$ cat config.mk
export PLATFORM = sky130hd
export DESIGN_NAME = ts_monitor_top
export DESIGN_NICKNAME = d
export VERILOG_FILES = /design/src/hdl/ts_pkg.sv /design/src/hdl/axil_pkg.sv /design/src/hdl/ts_buf_if.sv /design/src/hdl/ts_pid_capture.sv /design/src/hdl/ts_packet_buffer.sv /design/src/hdl/axil_monitor_regs.sv /design/src/hdl/ts_monitor_top.sv
export VERILOG_INCLUDE_DIRS = /design/src /design/src/hdl
export SDC_FILE = /design/constraint.sdc
export NUM_CORES = 2
export LEC_CHECK = 0
export CORE_MARGIN = 4
export CORE_UTILIZATION = 40
export DETAILED_ROUTE_END_ITERATION = 7
export DONT_BUFFER_PORTS = 1
export PLACE_DENSITY = 0.57
export SLEW_MARGIN = 20
export SYNTH_ARGS = -nofsm -noshare
export SYNTH_HDL_FRONTEND = slang
export SYNTH_HIERARCHICAL = 1
export SYNTH_SLANG_ARGS = --single-unit
$ cat constraint.sdc
create_clock -name mpeg_clk -period 3.25 [get_ports mpeg_clk]
set_input_delay 0.325 -clock mpeg_clk [delete_from_list [all_inputs] [get_ports mpeg_clk]]
set_output_delay 0.325 -clock mpeg_clk [all_outputs]
set_load 0.005 [all_outputs]
$ cat src/hdl/ts_consts.svh
`ifndef TS_CONSTS_SVH
`define TS_CONSTS_SVH

// Stream format
`define TS_PACKET_BYTES 188
`define TS_SYNC_BYTE 8'h47

// Packet store geometry
`define TS_DATA_WIDTH 32
`define TS_PACKET_WORDS 47

// Register map
`define REG_PID 12'h000
`define REG_CTRL 12'h004
`define REG_STATUS 12'h008
`define REG_WINDOW 12'h100

`endif

$ cat src/hdl/ts_pkg.sv
`include "ts_consts.svh"

package ts_pkg;

	typedef logic [7:0] ts_byte_t;
	typedef logic [12:0] pid_t;

	// Position of a byte inside a packet, 0 to 187
	typedef logic [7:0] byte_idx_t;

	// Position of a word inside a bank, 0 to 46
	typedef logic [5:0] word_idx_t;

	typedef logic [`TS_DATA_WIDTH-1:0] pkt_word_t;

	typedef enum logic {
		HUNT,
		CAPTURE
	} cap_state_e;

endpackage

$ cat src/hdl/axil_pkg.sv
package axil_pkg;

	typedef logic [11:0] axil_addr_t;
	typedef logic [31:0] axil_data_t;
	typedef logic [3:0] axil_strb_t;
	typedef logic [1:0] axil_resp_t;

	localparam axil_resp_t OKAY = 2'b00;
	localparam axil_resp_t SLVERR = 2'b10;

endpackage

$ cat src/hdl/ts_buf_if.sv
interface ts_buf_if;

	logic wr_en;
	ts_pkg::byte_idx_t wr_byte;
	ts_pkg::ts_byte_t wr_data;
	logic commit; // With the write of the last byte

	logic hold; // Freeze the readable bank
	ts_pkg::word_idx_t rd_addr;
	logic rd_en;

	ts_pkg::pkt_word_t rd_data;
	logic [15:0] pkt_count;

	modport capture (
		output wr_en,
		output wr_byte,
		output wr_data,
		output commit
	);

	modport buffer (
		input wr_en,
		input wr_byte,
		input wr_data,
		input commit,
		input hold,
		input rd_addr,
		input rd_en,
		output rd_data,
		output pkt_count
	);

	modport host (
		output hold,
		output rd_addr,
		output rd_en,
		input rd_data,
		input pkt_count
	);

endinterface

$ cat src/hdl/ts_pid_capture.sv
`include "ts_consts.svh"

module ts_pid_capture (
	input logic mpeg_clk,
	input logic S_AXI_ARESETN,
	input ts_pkg::ts_byte_t mpeg_data,
	input logic mpeg_valid,
	input logic mpeg_sync,
	input ts_pkg::pid_t pid,
	input logic enable,
	ts_buf_if.capture buf_port
);

	ts_pkg::ts_byte_t data_d1;
	ts_pkg::ts_byte_t data_d2;
	ts_pkg::ts_byte_t data_d3;
	logic sync_d1;
	logic sync_d2;

	ts_pkg::cap_state_e state;
	ts_pkg::byte_idx_t byte_idx;
	logic hdr_hit;
	logic last_byte;

	// Look-ahead moves only on valid beats
	always_ff @(posedge mpeg_clk) begin
		if (mpeg_valid) begin
			data_d1 <= mpeg_data;
			data_d2 <= data_d1;
			data_d3 <= data_d2;
		end
	end

	always_ff @(posedge mpeg_clk) begin
		if (!S_AXI_ARESETN) begin
			sync_d1 <= 1'b0;
			sync_d2 <= 1'b0;
		end else if (mpeg_valid) begin
			sync_d1 <= mpeg_sync;
			sync_d2 <= sync_d1;
		end
	end

	// Byte 0 in stage 2, byte 1 in stage 1, byte 2 on the input
	assign hdr_hit = mpeg_valid && sync_d2 && (data_d2 == `TS_SYNC_BYTE) &&
		({data_d1[4:0], mpeg_data} == pid);

	assign last_byte = (byte_idx == ts_pkg::byte_idx_t'(`TS_PACKET_BYTES - 1));

	assign buf_port.wr_en = (state == ts_pkg::CAPTURE) && mpeg_valid;
	assign buf_port.wr_byte = byte_idx;
	assign buf_port.wr_data = data_d3; // Three beats behind the input
	assign buf_port.commit = buf_port.wr_en && last_byte;

	always_ff @(posedge mpeg_clk) begin
		if (!S_AXI_ARESETN) begin
			state <= ts_pkg::HUNT;
			byte_idx <= '0;
		end else if (!enable) begin
			state <= ts_pkg::HUNT;
		end else if (mpeg_valid) begin
			if (sync_d2) begin
				// A sync here ends any packet in progress; the last byte still commits
				if (hdr_hit) begin
					state <= ts_pkg::CAPTURE;
					byte_idx <= '0;
				end else begin
					state <= ts_pkg::HUNT;
				end
			end else if (state == ts_pkg::CAPTURE) begin
				if (last_byte) begin
					state <= ts_pkg::HUNT;
				end
				byte_idx <= byte_idx + 8'd1;
			end
		end
	end

endmodule

$ cat src/hdl/ts_packet_buffer.sv
`include "ts_consts.svh"

module ts_packet_buffer (
	input logic mpeg_clk,
	input logic S_AXI_ARESETN,
	ts_buf_if.buffer buf_port
);

	ts_pkg::pkt_word_t bank_mem [0:1][0:`TS_PACKET_WORDS-1];
	logic front; // Bank visible to the host
	ts_pkg::word_idx_t wr_word;
	logic [1:0] wr_lane;

	assign wr_word = buf_port.wr_byte[7:2];
	assign wr_lane = buf_port.wr_byte[1:0];

	// Little-endian lanes, always into the back bank
	always_ff @(posedge mpeg_clk) begin
		if (buf_port.wr_en) begin
			bank_mem[~front][wr_word][{wr_lane, 3'b000} +: 8] <= buf_port.wr_data;
		end
	end

	always_ff @(posedge mpeg_clk) begin
		if (buf_port.rd_en) begin
			buf_port.rd_data <= bank_mem[front][buf_port.rd_addr];
		end
	end

	always_ff @(posedge mpeg_clk) begin
		if (!S_AXI_ARESETN) begin
			front <= 1'b0;
			buf_port.pkt_count <= '0;
		end else if (buf_port.commit) begin
			buf_port.pkt_count <= buf_port.pkt_count + 16'd1;
			if (!buf_port.hold) begin
				front <= ~front; // Completed packet becomes readable
			end
		end
	end

endmodule

$ cat src/hdl/axil_monitor_regs.sv
`include "ts_consts.svh"

module axil_monitor_regs (
	input logic mpeg_clk,
	input logic S_AXI_ARESETN,
	input axil_pkg::axil_addr_t s_axi_awaddr,
	input logic s_axi_awvalid,
	output logic s_axi_awready,
	input axil_pkg::axil_data_t s_axi_wdata,
	input axil_pkg::axil_strb_t s_axi_wstrb,
	input logic s_axi_wvalid,
	output logic s_axi_wready,
	output axil_pkg::axil_resp_t s_axi_bresp,
	output logic s_axi_bvalid,
	input logic s_axi_bready,
	input axil_pkg::axil_addr_t s_axi_araddr,
	input logic s_axi_arvalid,
	output logic s_axi_arready,
	output axil_pkg::axil_data_t s_axi_rdata,
	output axil_pkg::axil_resp_t s_axi_rresp,
	output logic s_axi_rvalid,
	input logic s_axi_rready,
	output ts_pkg::pid_t pid,
	output logic enable,
	ts_buf_if.host buf_port
);

	logic [1:0] ctrl; // Bit 0 enable, bit 1 hold
	logic rd_busy;
	logic rd_pend;
	logic rd_win;
	logic win_hit;
	axil_pkg::axil_addr_t win_off;
	axil_pkg::axil_addr_t ar_addr_q;
	axil_pkg::axil_data_t rdata_q;

	assign enable = ctrl[0];
	assign buf_port.hold = ctrl[1];
	assign s_axi_wready = s_axi_awready;

	// Write channel
	always_ff @(posedge mpeg_clk) begin
		if (!S_AXI_ARESETN) begin
			s_axi_awready <= 1'b0;
			s_axi_bvalid <= 1'b0;
			s_axi_bresp <= axil_pkg::OKAY;
			pid <= '0;
			ctrl <= '0;
		end else begin
			s_axi_awready <= s_axi_awvalid && s_axi_wvalid && !s_axi_awready && !s_axi_bvalid;
			if (s_axi_awready) begin
				s_axi_bvalid <= 1'b1;
				s_axi_bresp <= axil_pkg::OKAY;
				case (s_axi_awaddr)
					`REG_PID: begin
						if (s_axi_wstrb[0]) begin
							pid[7:0] <= s_axi_wdata[7:0];
						end
						if (s_axi_wstrb[1]) begin
							pid[12:8] <= s_axi_wdata[12:8];
						end
					end
					`REG_CTRL: begin
						if (s_axi_wstrb[0]) begin
							ctrl <= s_axi_wdata[1:0];
						end
					end
					default: s_axi_bresp <= axil_pkg::SLVERR; // STATUS, window, unmapped
				endcase
			end else if (s_axi_bready) begin
				s_axi_bvalid <= 1'b0;
			end
		end
	end

	assign win_off = s_axi_araddr - `REG_WINDOW;
	assign win_hit = (s_axi_araddr >= `REG_WINDOW) &&
		(win_off[11:2] < 10'(`TS_PACKET_WORDS));

	// Read channel, buffer word arrives one cycle after rd_en
	always_ff @(posedge mpeg_clk) begin
		if (!S_AXI_ARESETN) begin
			s_axi_arready <= 1'b0;
			s_axi_rvalid <= 1'b0;
			s_axi_rresp <= axil_pkg::OKAY;
			rd_busy <= 1'b0;
			rd_pend <= 1'b0;
			rd_win <= 1'b0;
			buf_port.rd_en <= 1'b0;
		end else begin
			s_axi_arready <= s_axi_arvalid && !rd_busy && !s_axi_arready;
			buf_port.rd_en <= 1'b0;
			rd_pend <= 1'b0;
			if (s_axi_arready) begin
				rd_busy <= 1'b1;
				rd_pend <= 1'b1;
				rd_win <= win_hit;
				buf_port.rd_en <= win_hit;
			end
			if (rd_pend) begin
				s_axi_rvalid <= 1'b1;
				case (ar_addr_q)
					`REG_PID, `REG_CTRL, `REG_STATUS: s_axi_rresp <= axil_pkg::OKAY;
					default: s_axi_rresp <= rd_win ? axil_pkg::OKAY : axil_pkg::SLVERR;
				endcase
			end else if (s_axi_rvalid && s_axi_rready) begin
				s_axi_rvalid <= 1'b0;
				rd_busy <= 1'b0;
			end
		end
	end

	always_ff @(posedge mpeg_clk) begin
		if (s_axi_arready) begin
			ar_addr_q <= s_axi_araddr;
			buf_port.rd_addr <= win_off[7:2];
		end
		if (rd_pend) begin
			case (ar_addr_q)
				`REG_PID: rdata_q <= {19'd0, pid};
				`REG_CTRL: rdata_q <= {30'd0, ctrl};
				`REG_STATUS: rdata_q <= {16'd0, buf_port.pkt_count};
				default: rdata_q <= '0;
			endcase
		end
	end

	assign s_axi_rdata = rd_win ? buf_port.rd_data : rdata_q;

endmodule

$ cat src/hdl/ts_monitor_top.sv
module ts_monitor_top (
	input logic mpeg_clk,
	input logic S_AXI_ARESETN,
	input ts_pkg::ts_byte_t mpeg_data,
	input logic mpeg_valid,
	input logic mpeg_sync,
	input axil_pkg::axil_addr_t s_axi_awaddr,
	input logic s_axi_awvalid,
	output logic s_axi_awready,
	input axil_pkg::axil_data_t s_axi_wdata,
	input axil_pkg::axil_strb_t s_axi_wstrb,
	input logic s_axi_wvalid,
	output logic s_axi_wready,
	output axil_pkg::axil_resp_t s_axi_bresp,
	output logic s_axi_bvalid,
	input logic s_axi_bready,
	input axil_pkg::axil_addr_t s_axi_araddr,
	input logic s_axi_arvalid,
	output logic s_axi_arready,
	output axil_pkg::axil_data_t s_axi_rdata,
	output axil_pkg::axil_resp_t s_axi_rresp,
	output logic s_axi_rvalid,
	input logic s_axi_rready
);

	ts_buf_if buf_if ();
	ts_pkg::pid_t pid;
	logic enable;

	ts_pid_capture u_capture (
		.mpeg_clk(mpeg_clk),
		.S_AXI_ARESETN(S_AXI_ARESETN),
		.mpeg_data(mpeg_data),
		.mpeg_valid(mpeg_valid),
		.mpeg_sync(mpeg_sync),
		.pid(pid),
		.enable(enable),
		.buf_port(buf_if.capture)
	);

	ts_packet_buffer u_buffer (
		.mpeg_clk(mpeg_clk),
		.S_AXI_ARESETN(S_AXI_ARESETN),
		.buf_port(buf_if.buffer)
	);

	axil_monitor_regs u_regs (
		.mpeg_clk(mpeg_clk),
		.S_AXI_ARESETN(S_AXI_ARESETN),
		.s_axi_awaddr(s_axi_awaddr),
		.s_axi_awvalid(s_axi_awvalid),
		.s_axi_awready(s_axi_awready),
		.s_axi_wdata(s_axi_wdata),
		.s_axi_wstrb(s_axi_wstrb),
		.s_axi_wvalid(s_axi_wvalid),
		.s_axi_wready(s_axi_wready),
		.s_axi_bresp(s_axi_bresp),
		.s_axi_bvalid(s_axi_bvalid),
		.s_axi_bready(s_axi_bready),
		.s_axi_araddr(s_axi_araddr),
		.s_axi_arvalid(s_axi_arvalid),
		.s_axi_arready(s_axi_arready),
		.s_axi_rdata(s_axi_rdata),
		.s_axi_rresp(s_axi_rresp),
		.s_axi_rvalid(s_axi_rvalid),
		.s_axi_rready(s_axi_rready),
		.pid(pid),
		.enable(enable),
		.buf_port(buf_if.host)
	);

endmodule

Word level (Yosys, flattened, before mapping)
Memories as Yosys holds them, arrays and structs flattened. A register that Yosys moved wholly into a read port is not among the register bits.
Index checks and enable logic that the tools add are counted.

storage, ports and cells
  flip-flop bits (word level) = 161
  latch bits = 0
  bits in writable memories = 3008
  bits in read-only memories = 0
  output and inout port bits = 41
  memories kept = 1

cells by class
  $add $sub $neg = 4
  multipliers = 0
  divide/modulo/power cells = 0
  magnitude comparators = 5
  eq/ne operators = 7
  shift operators = 2
  mux-type cells = 29
  bitwise operators = 4
  reduce and logical (&&, ||, !) cells = 31

memories
  memory             depth  bits a word  read ports  clocked after memory_dff  write ports  line                   RTL
  u_buffer.bank_mem  2      1504         1           1                         1            ts_packet_buffer.sv:9  ts_pkg::pkt_word_t bank_mem [0:1][0:`TS_PACKET_WORDS-1];

operators with widths
  kind                      number
  $mux W1504                1
  $bmux W32 S6              1
  $demux W32 S6             1
  $mux W32                  4
  $pmux W16 S3              1
  $shift A8 B7 Y32 const A  1
  $shiftx A8 B7 Y32         1
  $eq A12 B3 Y1 const B     2
  $logic_not A12 Y1         2
  $mux W8                   3
  $add A16 B1 Y16 const B   1
  $mux W1                   15
  $ge A7 B7 Y1 const B      2
  $not A6 Y7                2
  $eq A13 B13 Y1            1
  $logic_and A1 B1 Y1       13
  $eq A12 B4 Y1 const B     1
  $ge A12 B9 Y1 const B     1
  $sub A12 B9 Y12 const B   1
  $lt A10 B6 Y1 const B     1
  $reduce_and A3 Y1         3
  $add A8 B1 Y8 const B     1
  $eq A8 B7 Y1 const B      1
  $eq A8 B8 Y1 const B      1
  other kinds (11)          21

Longest topological paths before layout
  word-level depth = 6
  mapped depth = 12

Hierarchy
Netlist, hierarchy kept.

modules (own cells, without submodules)
  module             times used  cells an instance  area each (sq um)  sequential area each (sq um)
  ts_packet_buffer   1           5456               118765.2           91647.9
  axil_monitor_regs  1           224                2506.2             1341.3
  ts_pid_capture     1           117                1458.9             940.9

Worst setup path before layout
Ideal clock, no wire load.

  kind = reg-to-reg
  from = register u_capture.byte_idx[0], in the netlist u_capture/buf_port.wr_byte[0]
  to = memory u_buffer/bank_mem[0][0] (netlist name) (data pin)
  library setup time = 0.445 ns
  arrival time = 2.623 ns
  required time = 2.805 ns
  path slack = 0.182 ns
  cell stages (with the launch flop) = 5
  period minus slack after synthesis = 3.068 ns
  cells stage by stage = dfxtp_1 -> inv_1 -> ha_1 -> nor3b_1 -> and2_1

on the way
  word-level cells in the longest chain between the ends = 2

ends and longest elaborated chain
  item                    line                    RTL
  from (decl)             ts_pid_capture.sv:21    ts_pkg::byte_idx_t byte_idx;
  from (signal assigned)  ts_pid_capture.sv:74    byte_idx <= byte_idx + 8'd1;
  $neg A5 Y7              ts_packet_buffer.sv:20  bank_mem[~front][wr_word][{wr_lane, 3'b000} +: 8] <= buf_port.wr_data;
  $shiftx A8 B7 Y32       ts_packet_buffer.sv:20
  to (decl)               ts_packet_buffer.sv:9

Every way passes these cells.

==> impl_metrics.ini <==
[final_layout]
drive_gt1_share_pct = 29.03
postLayoutCoreUtil_pct = 46.86
fin_nets = 6575
syn_to_final_growth_pct = 16.67
fin_area_sq_mm = 0.1432
final_cells = 10850
nFillCells = 25200

[pwr]
power.density_mw_per_mm2 = 571.7
ir_drop_v = 0.0004421
p_leak_nw = 50.54

[global_route]
gr-usage-all-layers_pct = 21.09
grt_max_degree = 95
grt-ovfl-total = 0
grt_pass1_vias = 61760
antenna_found_initial = 19
grt_pass1_wl_mm = 476.6

[timing]
slew_headroom_pct = 23.16
final_max_slew_viol_count = 0
finClkSkew_ns = 0.08257
fmax_ghz = 0.3049
finalCriticalPeriod_ns = 3.280
setup_slack_ns = -0.02969
setup_tns_ns = -0.02969
worst_pin_slew_ns = 1.148
fin_crit_sh_pct = 100.9
setup_viol = 1
finalHoldViolCount = 0
rsz0062_at_grt = true

[run_status]
status = complete, but fails checks
violations = setup timing

[routing]
vias_per_cell = 5.710
drt_iter0_markers = 7179
wirelength_mm = 337.6
dr.pass1.iters = 5
routedWlPerCell_um = 31.11
antenna_left = 0
drt_drc_violations_left = 0
vias = 61960

[critical_path]
critical_path_arrival_ns = 4.01
slowest_stage = a2111oi_1
crit_fanout = 8
end_kind = flip-flop
cpPeakStageDelay_ns = 0.71
path_cells = inv_1 -> nand2_1 -> buf_12 -> a2111oi_1 -> buf_4 -> a31oi_1 -> o211ai_1
critical_path_class = flip-flop to flip-flop
crit_required_ns = 3.98
start_kind = flip-flop

[die]
io_pins = 118
die_x_um = 561.9
fp.coreArea_sq_mm = 0.3056
initial_core_util_pct = 40.17
die_area_sq_mm = 0.3158
die_h_um = 561.9
num_rows = 203

[clock_network]
clkTransAtPathRegs_ns = 0.06
cts.path.max_buffers = 4
clock_sinks = 3146
root_buffer = clkbuf_16
cts.htree.levels = 5
cts_buffers = 328
clock_latency_ns = 0.91
cts_setup_buffers = 0
cts_tree = done

[placed_design]
globalplace.congestion = 0.8259
dpl.hpwl_mm = 221.2
dp.cells = 10200
place_area_sq_mm = 0.1323
portBuffers = 0
dp_slack_ns = -0.06478

[synth]
ys.flop_type = edfxtp_1
async_flop_share_pct = 0
netlist_area_sq_mm = 0.1227
post_synth.cell_area_avg_sq_um = 21.17
ys.warnings.count = 6
ys_ff_latch = 3146
ys_seq_area_share_pct = 76.53
yosysUniqueCellTypes = 71
syn_inst = 5797
synth_edf_count = 3092

[min_path]
min_path_type = input pin to flip-flop

[job]
cap_violations = 0
area by class of cell:
cell class	count	area (sq um)	area share, %
inverter	14	67.56	0.04719
clock inverter	172	1599	1.117
timing repair buffer	690	6724	4.696
antenna	8	20.02	0.01398
clock buffer	411	8603	6.008
tap	4100	5130	3.583
multi-input combinational	2311	27110	18.93
sequential	3146	93940	65.60
through the flow:
stage | hold slack, ns | power (W)
floorplan | 0.3898 | 0.04575
global placement | 0.3967 | 0.04655
detailed placement | 0.3990 | 0.04657
CTS | 0.0005524 | 0.08251
global route | 0.02624 | 0.08434
finish | 0.03750 | 0.08186
cells in the mapped netlist (3+ instances only):
| library cell | n | area share [%] |
|---|---|---|
| a211oi_1 | 47 | 0.29 |
| a21oi_1 | 61 | 0.25 |
| a221oi_1 | 3 | 0.021 |
| a22oi_1 | 14 | 0.086 |
| a311oi_1 | 5 | 0.036 |
| a31oi_1 | 22 | 0.11 |
| a32oi_1 | 7 | 0.050 |
| and2_1 | 72 | 0.37 |
| and3_1 | 19 | 0.097 |
| and3b_1 | 4 | 0.029 |
| buf_1 | 35 | 0.11 |
| buf_2 | 100 | 0.41 |
| buf_4 | 56 | 0.34 |
| buf_6 | 29 | 0.27 |
| clkbuf_1 | 107 | 0.33 |
| dfxtp_1 | 54 | 0.88 |
| edfxtp_1 | 3092 | 76 |
| ha_1 | 7 | 0.071 |
| inv_1 | 12 | 0.037 |
| mux2_2 | 24 | 0.22 |
| mux2i_1 | 193 | 1.6 |
| mux4_2 | 811 | 15 |
| nand2_1 | 263 | 0.80 |
| nand2b_1 | 8 | 0.041 |
| nand3_1 | 30 | 0.12 |
| nand3b_1 | 3 | 0.018 |
| nand4_1 | 12 | 0.061 |
| nand4b_1 | 4 | 0.029 |
| nor2_1 | 440 | 1.3 |
| nor2b_1 | 33 | 0.17 |
| nor3_1 | 19 | 0.077 |
| nor3b_1 | 9 | 0.055 |
| nor4_1 | 7 | 0.036 |
| o211ai_1 | 11 | 0.067 |
| o21ai_0 | 36 | 0.15 |
| o21ai_1 | 20 | 0.082 |
| o221ai_1 | 11 | 0.078 |
| o22ai_1 | 41 | 0.21 |
| o32ai_1 | 4 | 0.029 |
| or4_1 | 3 | 0.018 |
| xnor2_1 | 14 | 0.10 |
| xor2_1 | 15 | 0.11 |
logic make-up (layout without fill, tap and decap cells):
kind of cell	after synthesis	after routing	share of synthesized area, %
xor+xnor	29	29	0.2070
buf+inv	341	1287	1.494
simple gates	940	940	3.389
mux	1028	1028	16.68
compound gates	305	305	1.626
flops	3146	3146	76.53
fa+ha+maj	7	7	0.07136
other cells	1	10	0.003055
layout by cell type, fill, tap and decap left out, types with 24 or more instances in the layout:
master and count:
o22ai_1 40, and2_4 27, a211oi_1 47, mux2_2 24
mux2i_1 192, clkinv_1 73, dfxtp_1 51, clkinv_2 51
mux4_2 811, and2_1 40, nand3_1 26, a21oi_1 60
nand2_1 259, buf_12 109, buf_4 516, edfxtp_1 3092
nor2b_1 32, o21ai_0 36, nor2_1 437, clkbuf_1 78
clkbuf_16 331, dlygate4sd3_1 64
critical path: cells and delay by family (launching register included):
kind / cells / cell delay (ns)
flops: 1 / 0.54
buf+inv: 3 / 1.11
simple gates: 1 / 0.48
compound gates: 3 / 0.95
report_power, final:
part	switching, W	internal [W]
logic	0.00106	0.000574
clock network	0.0155	0.0206
registers	0.0000610	0.0441
total	0.0166	0.0653
metal layers:
metal	wire [um]	share of wire, %	track usage [%]	vias up
met5	41	0.012	0	-
met4	11260	3.3	6.312	6
met3	28150	8.3	3.837	509
met2	161100	48	33.41	2671
met1	137100	41	30.01	33380
li1	-	-	-	25390
timing repair:
action,CTS,global route
hold endpoints to repair,98,0
hold buffers,66,0
pin swaps,0,0
resized for setup,4,2
endpoints found under the setup margin,3,4
sequential cells by signal, summed over array words and instances, names as in the netlist, 2 cells and up, named ones only:
register / cells
u_buffer/bank_mem: 3008
u_buffer/buf_port.rd_data: 32
u_buffer/buf_port.pkt_count: 16
u_regs/rdata_q: 16
u_regs/pid: 13
u_capture/buf_port.wr_byte: 8
u_capture/buf_port.wr_data: 8
u_capture/data_d1: 8
u_capture/data_d2: 8
u_regs/ar_addr_q: 7
u_regs/buf_port.rd_addr: 5
u_regs/ctrl: 2
path summary, 6_finish.rpt:
path | from | end | slack (ns) | cells past startpoint
max | u_regs/ar_addr_q[7]$_DFFE_PP_ | u_buffer/buf_port.rd_data[12]$_DFFE_PP_ | -0.03 | 7
min | mpeg_data[3] | u_capture/state$_SDFFE_PN0P_ | 0.04 | 4
max reg2reg | u_regs/ar_addr_q[7]$_DFFE_PP_ | u_buffer/buf_port.rd_data[12]$_DFFE_PP_ | -0.03 | 7
min reg2reg | u_regs/rd_busy$_SDFF_PN0_ | u_regs/s_axi_arready$_SDFF_PN0_ | 0.41 | 1
No activity file was read; power rests on OpenSTA's default activity.
